[src/include/lsu_settings.svh]
//////////////////////////////////////////////////////////////////////
// load/store unit settings
// address, data and byte-enable widths, bus outstanding limit
//////////////////////////////////////////////////////////////////////

`ifndef LSU_SETTINGS_SVH
`define LSU_SETTINGS_SVH

// core and bus address width
`define LSU_ADDR_W 32

// data word width, same on core and bus side
`define LSU_DATA_W 32

`define LSU_BE_W (`LSU_DATA_W / 8) // one enable per byte lane

// granted bus requests still waiting for a response
`define LSU_MAX_OUTSTANDING 2

`endif
[src/logic/bus_pkg.sv]
//////////////////////////////////////////////////////////////////////
// data bus types
// word-aligned request and single-beat response
//////////////////////////////////////////////////////////////////////

`default_nettype none

`include "lsu_settings.svh"

package bus_pkg;

  typedef logic [`LSU_ADDR_W-1:0] bus_addr_t;
  typedef logic [`LSU_BE_W-1:0]   bus_be_t;
  typedef logic [`LSU_DATA_W-1:0] bus_data_t;

  // request, held stable until granted (69 bits)
  typedef struct packed {
    bus_addr_t addr;  // low two bits always zero
    logic      we;
    bus_be_t   be;
    bus_data_t wdata; // lanes already rotated
  } bus_req_t;

  // response, one per grant, in grant order (33 bits)
  typedef struct packed {
    bus_data_t rdata;
    logic      err;
  } bus_rsp_t;

endpackage

`default_nettype wire

[src/logic/lsu_pkg.sv]
//////////////////////////////////////////////////////////////////////
// load/store unit core-side types
// access size, unit state, core request and response
//////////////////////////////////////////////////////////////////////

`default_nettype none

`include "lsu_settings.svh"

package lsu_pkg;

  // access size as issued by the core
  typedef enum logic [1:0] {
    LSU_SIZE_WORD = 2'b00,
    LSU_SIZE_HALF = 2'b01,
    LSU_SIZE_BYTE = 2'b10
  } lsu_size_e;

  // access state machine
  typedef enum logic [2:0] {
    ST_IDLE,                      // waiting for a core strobe
    ST_WAIT_GNT,                  // single part, or second part after first rvalid
    ST_WAIT_GNT_SPLIT,            // first part of a split access
    ST_WAIT_RVALID_SPLIT,         // second part pending, first response outstanding
    ST_WAIT_RVALID_SPLIT_GNTS_DONE, // both granted, first response outstanding
    ST_WAIT_RVALID                // last response outstanding
  } lsu_state_e;

  // one core access, 68 bits
  typedef struct packed {
    logic                   we;       // store when set
    lsu_size_e              size;
    logic                   sign_ext; // loads only
    logic [`LSU_ADDR_W-1:0] addr;     // byte address, may be unaligned
    logic [`LSU_DATA_W-1:0] wdata;    // right aligned store data
  } lsu_req_t;

  // one core response, 66 bits
  typedef struct packed {
    logic [`LSU_DATA_W-1:0] rdata;     // aligned and extended load data
    logic                   load_err;
    logic                   store_err;
    logic [`LSU_ADDR_W-1:0] err_addr;  // first failing part
  } lsu_resp_t;

endpackage

`default_nettype wire

[src/logic/lsu_top.sv]
//////////////////////////////////////////////////////////////////////
// load/store unit top level
// core strobe interface in, request/grant/rvalid data bus out
//////////////////////////////////////////////////////////////////////

`timescale 1ns/1ps
`default_nettype none

`include "lsu_settings.svh"

module lsu_top
  import lsu_pkg::*;
  import bus_pkg::*;
(
  input  logic      clk_i,
  input  logic      rst_ni,
  // core side
  input  logic      lsu_req_valid_i,
  input  lsu_req_t  lsu_req_i,
  output logic      lsu_resp_valid_o,
  output lsu_resp_t lsu_resp_o,
  output logic      lsu_busy_o,
  // data bus
  output logic      data_req_o,
  output bus_req_t  data_req_o_bus,
  input  logic      data_gnt_i,
  input  logic      data_rvalid_i,
  input  bus_rsp_t  data_rsp_i
);

  lsu_req_t               acc_q;          // access held by the control block
  logic                   second_part;
  logic                   rdata_capture;
  logic                   data_we;
  logic                   load_err;
  logic                   store_err;
  logic [`LSU_ADDR_W-1:0] data_addr;
  logic [`LSU_ADDR_W-1:0] err_addr;
  logic [`LSU_BE_W-1:0]   data_be;
  logic [`LSU_DATA_W-1:0] data_wdata;
  logic [`LSU_DATA_W-1:0] rdata;

  lsu_ctrl_fsm u_ctrl (
    .clk_i           (clk_i),
    .rst_ni          (rst_ni),
    .req_valid_i     (lsu_req_valid_i),
    .req_i           (lsu_req_i),
    .data_req_o      (data_req_o),
    .data_gnt_i      (data_gnt_i),
    .data_rvalid_i   (data_rvalid_i),
    .data_err_i      (data_rsp_i.err),
    .data_addr_o     (data_addr),
    .data_we_o       (data_we),
    .second_part_o   (second_part),
    .acc_q_o         (acc_q),
    .rdata_capture_o (rdata_capture),
    .resp_valid_o    (lsu_resp_valid_o),
    .load_err_o      (load_err),
    .store_err_o     (store_err),
    .err_addr_o      (err_addr),
    .busy_o          (lsu_busy_o)
  );

  lsu_store_align u_store_align (
    .size_i        (acc_q.size),
    .offset_i      (acc_q.addr[1:0]),
    .second_part_i (second_part),
    .wdata_i       (acc_q.wdata),
    .be_o          (data_be),
    .wdata_o       (data_wdata)
  );

  lsu_load_align u_load_align (
    .clk_i      (clk_i),
    .rst_ni     (rst_ni),
    .capture_i  (rdata_capture),
    .size_i     (acc_q.size),
    .offset_i   (acc_q.addr[1:0]),
    .sign_ext_i (acc_q.sign_ext),
    .rdata_i    (data_rsp_i.rdata), // last response feeds the result directly
    .rdata_o    (rdata)
  );

  // pack bus request and core response
  assign data_req_o_bus = '{addr: data_addr, we: data_we, be: data_be, wdata: data_wdata};

  assign lsu_resp_o = '{rdata:     rdata,
                        load_err:  load_err,
                        store_err: store_err,
                        err_addr:  err_addr};

endmodule

`default_nettype wire

[src/logic/lsu_load_align.sv]
//////////////////////////////////////////////////////////////////////
// load alignment
// keeps the lower word of a split load, reassembles the result and
// applies zero or sign extension
//////////////////////////////////////////////////////////////////////

`timescale 1ns/1ps
`default_nettype none

`include "lsu_settings.svh"

module lsu_load_align
  import lsu_pkg::*;
(
  input  logic                   clk_i,
  input  logic                   rst_ni,
  input  logic                   capture_i,  // lower word of a split load returns
  input  lsu_size_e              size_i,
  input  logic [1:0]             offset_i,
  input  logic                   sign_ext_i,
  input  logic [`LSU_DATA_W-1:0] rdata_i,    // current bus response data
  output logic [`LSU_DATA_W-1:0] rdata_o
);

  logic [`LSU_DATA_W-1:8]  first_q;   // upper three bytes of the lower word
  logic [`LSU_DATA_W-1:0]  word_al;   // realigned word
  logic [15:0]             half_al;
  logic [7:0]              byte_al;
  logic [4:0]              bit_off;

  assign bit_off = {offset_i, 3'b000};

  // byte 0 of the lower word is never part of a split result
  always_ff @(posedge clk_i or negedge rst_ni) begin
    if (!rst_ni) begin
      first_q <= '0;
    end else if (capture_i) begin
      first_q <= rdata_i[`LSU_DATA_W-1:8];
    end
  end

  //////////////////////////////////////////////////////////////////////
  // realignment
  //////////////////////////////////////////////////////////////////////

  // unaligned words continue into the low bytes of the upper word
  always_comb begin
    unique case (offset_i)
      2'b00:   word_al = rdata_i;
      2'b01:   word_al = {rdata_i[7:0],  first_q[`LSU_DATA_W-1:8]};
      2'b10:   word_al = {rdata_i[15:0], first_q[`LSU_DATA_W-1:16]};
      2'b11:   word_al = {rdata_i[23:0], first_q[`LSU_DATA_W-1:24]};
      default: word_al = rdata_i;
    endcase
  end

  // half word at offset 3 is the only split half
  always_comb begin
    if (offset_i == 2'b11) begin
      half_al = {rdata_i[7:0], first_q[`LSU_DATA_W-1:24]};
    end else begin
      half_al = rdata_i[bit_off +: 16];
    end
  end

  assign byte_al = rdata_i[bit_off +: 8]; // bytes never split

  //////////////////////////////////////////////////////////////////////
  // extension
  //////////////////////////////////////////////////////////////////////

  always_comb begin
    unique case (size_i)
      LSU_SIZE_WORD: rdata_o = word_al;
      LSU_SIZE_HALF: rdata_o = {{(`LSU_DATA_W-16){sign_ext_i & half_al[15]}}, half_al};
      LSU_SIZE_BYTE: rdata_o = {{(`LSU_DATA_W-8){sign_ext_i & byte_al[7]}}, byte_al};
      default:       rdata_o = word_al;
    endcase
  end

endmodule

`default_nettype wire

[src/logic/lsu_store_align.sv]
//////////////////////////////////////////////////////////////////////
// store alignment
// byte enables and write-data lane rotation for each bus part
//////////////////////////////////////////////////////////////////////

`timescale 1ns/1ps
`default_nettype none

`include "lsu_settings.svh"

module lsu_store_align
  import lsu_pkg::*;
  import bus_pkg::*;
(
  input  lsu_size_e              size_i,
  input  logic [1:0]             offset_i,      // byte offset of the access
  input  logic                   second_part_i, // upper word of a split access
  input  logic [`LSU_DATA_W-1:0] wdata_i,       // right aligned from the core
  output logic [`LSU_BE_W-1:0]   be_o,
  output logic [`LSU_DATA_W-1:0] wdata_o
);

  bus_be_t                    base_be;   // enables for an aligned access of this size
  logic [2*`LSU_BE_W-1:0]     be_wide;   // enables across both words
  logic [2*`LSU_DATA_W-1:0]   wdata_wide;
  bus_data_t                  wdata_rot;

  //////////////////////////////////////////////////////////////////////
  // byte enables
  //////////////////////////////////////////////////////////////////////

  always_comb begin
    unique case (size_i)
      LSU_SIZE_WORD: base_be = '1;
      LSU_SIZE_HALF: base_be = bus_be_t'(2'b11);
      LSU_SIZE_BYTE: base_be = bus_be_t'(1'b1);
      default:       base_be = '1;
    endcase
  end

  // shifting by the offset spills the high bytes into the next word
  assign be_wide = {{`LSU_BE_W{1'b0}}, base_be} << offset_i;

  // first part gets offset upward, clipped; second part the spilled low bytes
  assign be_o = second_part_i ? be_wide[2*`LSU_BE_W-1:`LSU_BE_W]
                              : be_wide[`LSU_BE_W-1:0];

  //////////////////////////////////////////////////////////////////////
  // write data
  //////////////////////////////////////////////////////////////////////

  // rotate left by the byte offset, same lanes serve both parts
  assign wdata_wide = {wdata_i, wdata_i} << {offset_i, 3'b000};
  assign wdata_rot  = wdata_wide[2*`LSU_DATA_W-1:`LSU_DATA_W];
  assign wdata_o    = wdata_rot;

endmodule

`default_nettype wire

[src/logic/lsu_ctrl_fsm.sv]
//////////////////////////////////////////////////////////////////////
// load/store access control
// holds the access, splits unaligned parts into two word requests,
// tracks responses and errors, strobes the core response
//////////////////////////////////////////////////////////////////////

`timescale 1ns/1ps
`default_nettype none

`include "lsu_settings.svh"

module lsu_ctrl_fsm
  import lsu_pkg::*;
  import bus_pkg::*;
(
  input  logic                   clk_i,
  input  logic                   rst_ni,
  // core side
  input  logic                   req_valid_i,   // one-cycle strobe, only while idle
  input  lsu_req_t               req_i,
  // bus handshake
  output logic                   data_req_o,
  input  logic                   data_gnt_i,
  input  logic                   data_rvalid_i,
  input  logic                   data_err_i,
  output logic [`LSU_ADDR_W-1:0] data_addr_o,   // word aligned
  output logic                   data_we_o,
  // to the alignment blocks
  output logic                   second_part_o, // request in flight is the upper word
  output lsu_req_t               acc_q_o,
  output logic                   rdata_capture_o,
  // response
  output logic                   resp_valid_o,
  output logic                   load_err_o,
  output logic                   store_err_o,
  output logic [`LSU_ADDR_W-1:0] err_addr_o,
  output logic                   busy_o
);

  lsu_state_e state_q, state_d;

  lsu_req_t               acc_q;        // accepted access
  logic                   first_err_q;  // first part of a split came back with error
  logic [`LSU_ADDR_W-1:0] err_addr_q;   // address reported on error
  bus_addr_t              addr_lo;      // word holding the first byte
  bus_addr_t              addr_hi;      // following word, split accesses only
  logic                   split_req;
  logic                   split_acc;
  logic                   accept;
  logic                   first_rvalid; // response to the lower word of a split

  // word that is not word aligned, or half word crossing into the next word
  function automatic logic is_split(lsu_size_e size, logic [1:0] offset);
    return ((size == LSU_SIZE_WORD) && (offset != 2'b00)) ||
           ((size == LSU_SIZE_HALF) && (offset == 2'b11));
  endfunction

  assign split_req = is_split(req_i.size, req_i.addr[1:0]);
  assign split_acc = is_split(acc_q.size, acc_q.addr[1:0]);
  assign accept    = req_valid_i & (state_q == ST_IDLE);

  assign addr_lo = {acc_q.addr[`LSU_ADDR_W-1:2], 2'b00};
  assign addr_hi = addr_lo + bus_addr_t'(4);

  //////////////////////////////////////////////////////////////////////
  // state machine
  //////////////////////////////////////////////////////////////////////

  always_comb begin
    state_d       = state_q;
    data_req_o    = 1'b0;
    second_part_o = 1'b0;
    first_rvalid  = 1'b0;
    resp_valid_o  = 1'b0;

    unique case (state_q)
      ST_IDLE: begin
        if (req_valid_i) begin
          state_d = split_req ? ST_WAIT_GNT_SPLIT : ST_WAIT_GNT;
        end
      end

      ST_WAIT_GNT_SPLIT: begin
        data_req_o = 1'b1; // lower word
        if (data_gnt_i) begin
          state_d = ST_WAIT_RVALID_SPLIT;
        end
      end

      ST_WAIT_RVALID_SPLIT: begin
        // upper word goes out while the lower one is still outstanding
        data_req_o    = 1'b1;
        second_part_o = 1'b1;
        first_rvalid  = data_rvalid_i;
        if (data_rvalid_i) begin
          state_d = data_gnt_i ? ST_WAIT_RVALID : ST_WAIT_GNT;
        end else if (data_gnt_i) begin
          state_d = ST_WAIT_RVALID_SPLIT_GNTS_DONE; // two in flight
        end
      end

      ST_WAIT_GNT: begin
        data_req_o    = 1'b1;
        second_part_o = split_acc; // upper word after the lower one returned
        if (data_gnt_i) begin
          state_d = ST_WAIT_RVALID;
        end
      end

      ST_WAIT_RVALID_SPLIT_GNTS_DONE: begin
        first_rvalid = data_rvalid_i;
        if (data_rvalid_i) begin
          state_d = ST_WAIT_RVALID;
        end
      end

      ST_WAIT_RVALID: begin
        resp_valid_o = data_rvalid_i; // same cycle as the last rvalid
        if (data_rvalid_i) begin
          state_d = ST_IDLE;
        end
      end

      default: begin
        state_d = ST_IDLE;
      end
    endcase
  end

  //////////////////////////////////////////////////////////////////////
  // registers
  //////////////////////////////////////////////////////////////////////

  always_ff @(posedge clk_i or negedge rst_ni) begin
    if (!rst_ni) begin
      state_q     <= ST_IDLE;
      first_err_q <= 1'b0;
    end else begin
      state_q <= state_d;
      if (accept) begin
        first_err_q <= 1'b0;
      end else if (first_rvalid) begin
        first_err_q <= data_err_i;
      end
    end
  end

  // access payload and error address
  always_ff @(posedge clk_i) begin
    if (accept) begin
      acc_q      <= req_i;
      err_addr_q <= req_i.addr;  // first part address
    end else if (first_rvalid && !data_err_i) begin
      err_addr_q <= addr_hi;     // lower word fine, upper word may still fail
    end
  end

  //////////////////////////////////////////////////////////////////////
  // outputs
  //////////////////////////////////////////////////////////////////////

  assign data_addr_o     = second_part_o ? addr_hi : addr_lo;
  assign data_we_o       = acc_q.we;
  assign acc_q_o         = acc_q;
  assign rdata_capture_o = first_rvalid & ~acc_q.we; // loads keep the lower word

  // error of either part ends up on the single response
  assign load_err_o  = resp_valid_o & ~acc_q.we & (first_err_q | data_err_i);
  assign store_err_o = resp_valid_o &  acc_q.we & (first_err_q | data_err_i);
  assign err_addr_o  = err_addr_q;

  assign busy_o = (state_q != ST_IDLE);

endmodule

`default_nettype wire

[config.mk]
export PLATFORM = sky130hd
export DESIGN_NAME = lsu_top
export DESIGN_NICKNAME = d
export VERILOG_FILES = /design/src/logic/bus_pkg.sv /design/src/logic/lsu_pkg.sv /design/src/logic/lsu_top.sv /design/src/logic/lsu_load_align.sv /design/src/logic/lsu_store_align.sv /design/src/logic/lsu_ctrl_fsm.sv
export VERILOG_INCLUDE_DIRS = /design/src /design/src/include
export SDC_FILE = /design/constraint.sdc
export NUM_CORES = 1
export LEC_CHECK = 0
export ABC_AREA = 1
export BUFFER_PORTS_ARGS = -buffer_cell sky130_fd_sc_hd__buf_2
export CAP_MARGIN = 10
export CORE_ASPECT_RATIO = 2
export CORE_MARGIN = 4
export CORE_UTILIZATION = 40
export CTS_CLUSTER_DIAMETER = 200
export DETAILED_ROUTE_END_ITERATION = 10
export PLACE_DENSITY = 0.71
export SYNTH_ARGS = -nofsm -noshare
export SYNTH_HDL_FRONTEND = slang
export SYNTH_SLANG_ARGS = --single-unit
[constraint.sdc]
create_clock -name clk_i -period 7.16 [get_ports clk_i]
set_clock_uncertainty 0.15 [all_clocks]
set_input_delay 1.79 -clock clk_i [delete_from_list [all_inputs] [get_ports clk_i]]
set_output_delay 1.79 -clock clk_i [all_outputs]
set_load 0.03 [all_outputs]
==> results.txt <==
- Top cell type's share of synthesized area: 0.358
- Mean routed wirelength per cell: 17.7 um
* Time the final worst path needs with I/O delays and setup: 5430 ps
- For the worst setup path, the data arrival time is 3490 ps.
- Hold Fails Final Rpt: 0
- The first global-routing pass estimated 45000 um of wire.
- Total area of multi-input combinational cells: 4080 um2
* Slew headroom: 0.228
- Critical path launch point type: register
- Peak clock frequency supported by timing: 184 MHz
- Setup repair after global routing missed its margin: false
- Number of primary I/O pins: 244
- Die Span Y: 213 um
* Filler cells: 2100
- The net count of the finished layout is 1470.
- Result of the run: completed
* Proportion of synthesized chip area in sequential cells: 0.441
* Worst Hold Path Cells: 2
- Each instance of the synthesized netlist takes up on average 7.32 um2.
- Max-capacitance violation count: 0
* Leakage power figure: 5.12 nW
- Cell type with the largest total area after synthesis: edfxtp_1
- The initial utilization of the core area, before any placement, comes to 0.409.
- Footprint of the flip-flops and latches: 3700 um2
- Vias per cell: 5.33
- Hold Buf Count CTS: 0
* Post-synthesis adder-cell area fraction: 0.00596
- Entering global routing, the biggest net connects 67 pins.
- Synthesis handed over a netlist of 1148 instances.
- Worst hold path class: register to register
- Root buffer selected by CTS: clkbuf_16
- After clock tree synthesis, the setup repair step added 0 buffers.
* Mux share of post-synthesis cell area: 0.0381
* Post-synth design cell area: 8400 um2
- The wire-length estimate of the detail-placed layout is 22200 um.
- Critical path fanouts, max: 66
* ANT nets after route: 0
- Number of CTS-inserted buffers: 17
- Number of cell instances on the worst register-to-register path: 7
- Skew-Pair Late Insertion Delay: 420 ps
- Global-route total usage across every layer: 0.243
* Largest family of logic cells by synthesized area: simple AND/OR/NAND/NOR gates
- The number of antenna violations at the first check in global routing is 8.
- Clock Path Buffers: 2
* Top cells by area, synth: edfxtp_1 36%, nand2_1 23%, dfrtp_1 8.3%
- Of the cells placed in the final design, the portion with a size suffix greater than 1 is 0.220.
- Die X-Extent: 110 um
* Drt first pass iters: 9
* Area share of and/or/nand/nor cells after synthesis: 0.309
- Remaining global-route overflow: 0
- Layout overhead on the synthesized area: 22.7%
- Clock-pin slew was measured on the worst setup and hold paths at 60 ps.
- Number of warnings issued by yosys: 0
* Input/output buffers: 241
- Count of placed standard cells including taps: 1607
* Routability congestion estimate: 0.984
* H-tree level count: 4
* Most frequent standard cell in the layout excluding fill and tap cells: nand2_1
* Std-Cell Core Area: 20600 um2
- Of the available clock period, the critical path in the final layout requires 0.758.
- Complex-gate fraction of the synthesized area: 0.113
- The via count of the first global-routing pass was 8717.
- Setup violations remaining at the end of the flow were counted as 0.
- TritonCTS built the clock tree.
- Total of cells resized after clock tree synthesis: 0
* Power per standard cell area: 396 nW/um2
* Max-slew violations: 0
- Synthesis instantiated 38 different standard cells from the library.
- Number of standard cells in the layout, taps in and fillers out: 1645
- In this run, synthesis produced a sequential element count of 128.
- For this block, the via count after detailed routing is 8771.
* Sum of negative setup slack: 0 ps
- The floorplan has 74 rows.
* Share of the synthesized netlist area taken by xor and xnor gates: 0.0156
- The critical path is of the register to primary output type.
- DIE AREA: 23500 um2
- Post-route DRC violation count: 0
- STA classifies the critical path endpoint as a primary output.
- For the pin with the worst max-slew slack, the measured transition is 1150 ps.
* Worst EP required: 5220 ps
- Total Routed Length: 29100 um
- Most used cells in the layout excluding fill and tap cells: 504 x nand2_1, 241 x buf_2, 103 x o21ai_0
- Sink count of the clock tree: 128
- Across the VDD grid, the largest voltage drop is 244 uV.
- 1st-iter DRT viols: 680
[cells in the mapped netlist]
| cell | count |
|---|---|
| xor2_1 | 14 |
| buf_2 | 28 |
| a211oi_1 | 1 |
| a21oi_4 | 1 |
| o21ai_0 | 104 |
| nor2_2 | 5 |
| o2111ai_1 | 2 |
| o21ai_1 | 16 |
| buf_4 | 12 |
| clkbuf_1 | 12 |
| xnor2_1 | 1 |
| nand3_2 | 1 |
| nand2_2 | 3 |
| o221ai_1 | 1 |
| inv_1 | 78 |
| nand3b_1 | 13 |
| nand3_1 | 36 |
| nand2_1 | 504 |
| buf_1 | 3 |
| nor3_1 | 1 |
| a22o_1 | 5 |
| edfxtp_1 | 100 |
| o22ai_1 | 10 |
| clkbuf_2 | 1 |
| a22oi_1 | 2 |
| ha_1 | 4 |
| conb_1 | 1 |
| inv_2 | 4 |
| dfrtp_1 | 28 |
| nand4_1 | 5 |
| buf_6 | 4 |
| o211ai_1 | 5 |
| a32oi_1 | 1 |
| o21ai_2 | 5 |
| nor4_1 | 1 |
| mux2i_1 | 32 |
| a21oi_1 | 17 |
| nor2_1 | 87 |
[cell families after synthesis]
family,count (synthesis)
AOI/OAI and AO/OA,170
xor gates and xnor gates,15
adders and majority gates,4
buffers and inverters,142
DFF,128
muxes,32
other,1
and+or+nand+nor,656
[layout make-up]
cell class              count  share of cell area
well taps                 266              0.0323
clock buffers              17              0.0413
repair buffers            252               0.125
diodes                      6             0.00146
inverters                  82              0.0299
multi-input cells         879               0.396
flip-flops and latches    128               0.359
clock inverters            15              0.0153
[worst max-delay path, cell delays in order (launching register included)]
cell and delay (ps):
edfxtp_1 340, buf_4 670, inv_2 300, nand2_1 170
a21oi_1 110, o21ai_4 120, buf_4 400, inv_2 330
o21ai_0 320, buf_2 250
[routing by layer]
metal,vias up,global-route usage,share of wire
met4,0,0.146,0.057
li1,4173,-,-
met3,115,0.0584,0.080
met5,-,0,0
met1,4023,0.237,0.32
met2,460,0.460,0.54
[path summary, 6_finish.rpt]
check,from,to,slack (ps)
setup reg to reg,u_ctrl.state_q[1]$_DFFE_PN0P_,u_ctrl.err_addr_o[14]$_DFFE_PP_,4290
min in group asynchronous,rst_ni,u_load_align.first_q[19]$_DFFE_PN0P_,1280
max in group asynchronous,rst_ni,u_load_align.first_q[24]$_DFFE_PN0P_,5100
hold reg to reg,u_load_align.first_q[10]$_DFFE_PN0P_,u_load_align.first_q[10]$_DFFE_PN0P_,350
hold / removal,u_load_align.first_q[10]$_DFFE_PN0P_,u_load_align.first_q[10]$_DFFE_PN0P_,350
setup / recovery,u_ctrl.acc_q_o[32]$_DFFE_PP_,data_req_o_bus[34],1730
[through the flow]
step / cell area (um2) / setup slack [ps] / power [mW] / util / hold slack [ps]
global placement: 9710 / 1950 / 3.20 / 0.472 / 317
finish: 10300 / 1730 / 4.08 / 0.502 / 347
CTS: 10300 / 1720 / 4.10 / 0.501 / 343
floorplan: 8400 / 1810 / 2.62 / - / 303
global route: 10300 / 1530 / 4.32 / 0.501 / 371
detailed placement: 9710 / 1910 / 3.23 / 0.472 / 330
[report_power, final]
group	leakage, nW	total (mW)	internal, mW	switching [mW]
combinational	3.56	1.99	0.525	1.47
sequential	1.28	1.22	1.08	0.141
clock	0.281	0.868	0.516	0.351
total	5.12	4.08	2.12	1.96
[sequential cells by signal, summed over array words and instances, names as in the netlist]
name                  count
u_ctrl.first_err_q        1
u_ctrl.err_addr_o        32
u_load_align.first_q     24
u_ctrl.data_we_o          1
u_ctrl.state_q            3
u_ctrl.acc_q_o           67
(Power assumes the default switching activity.)
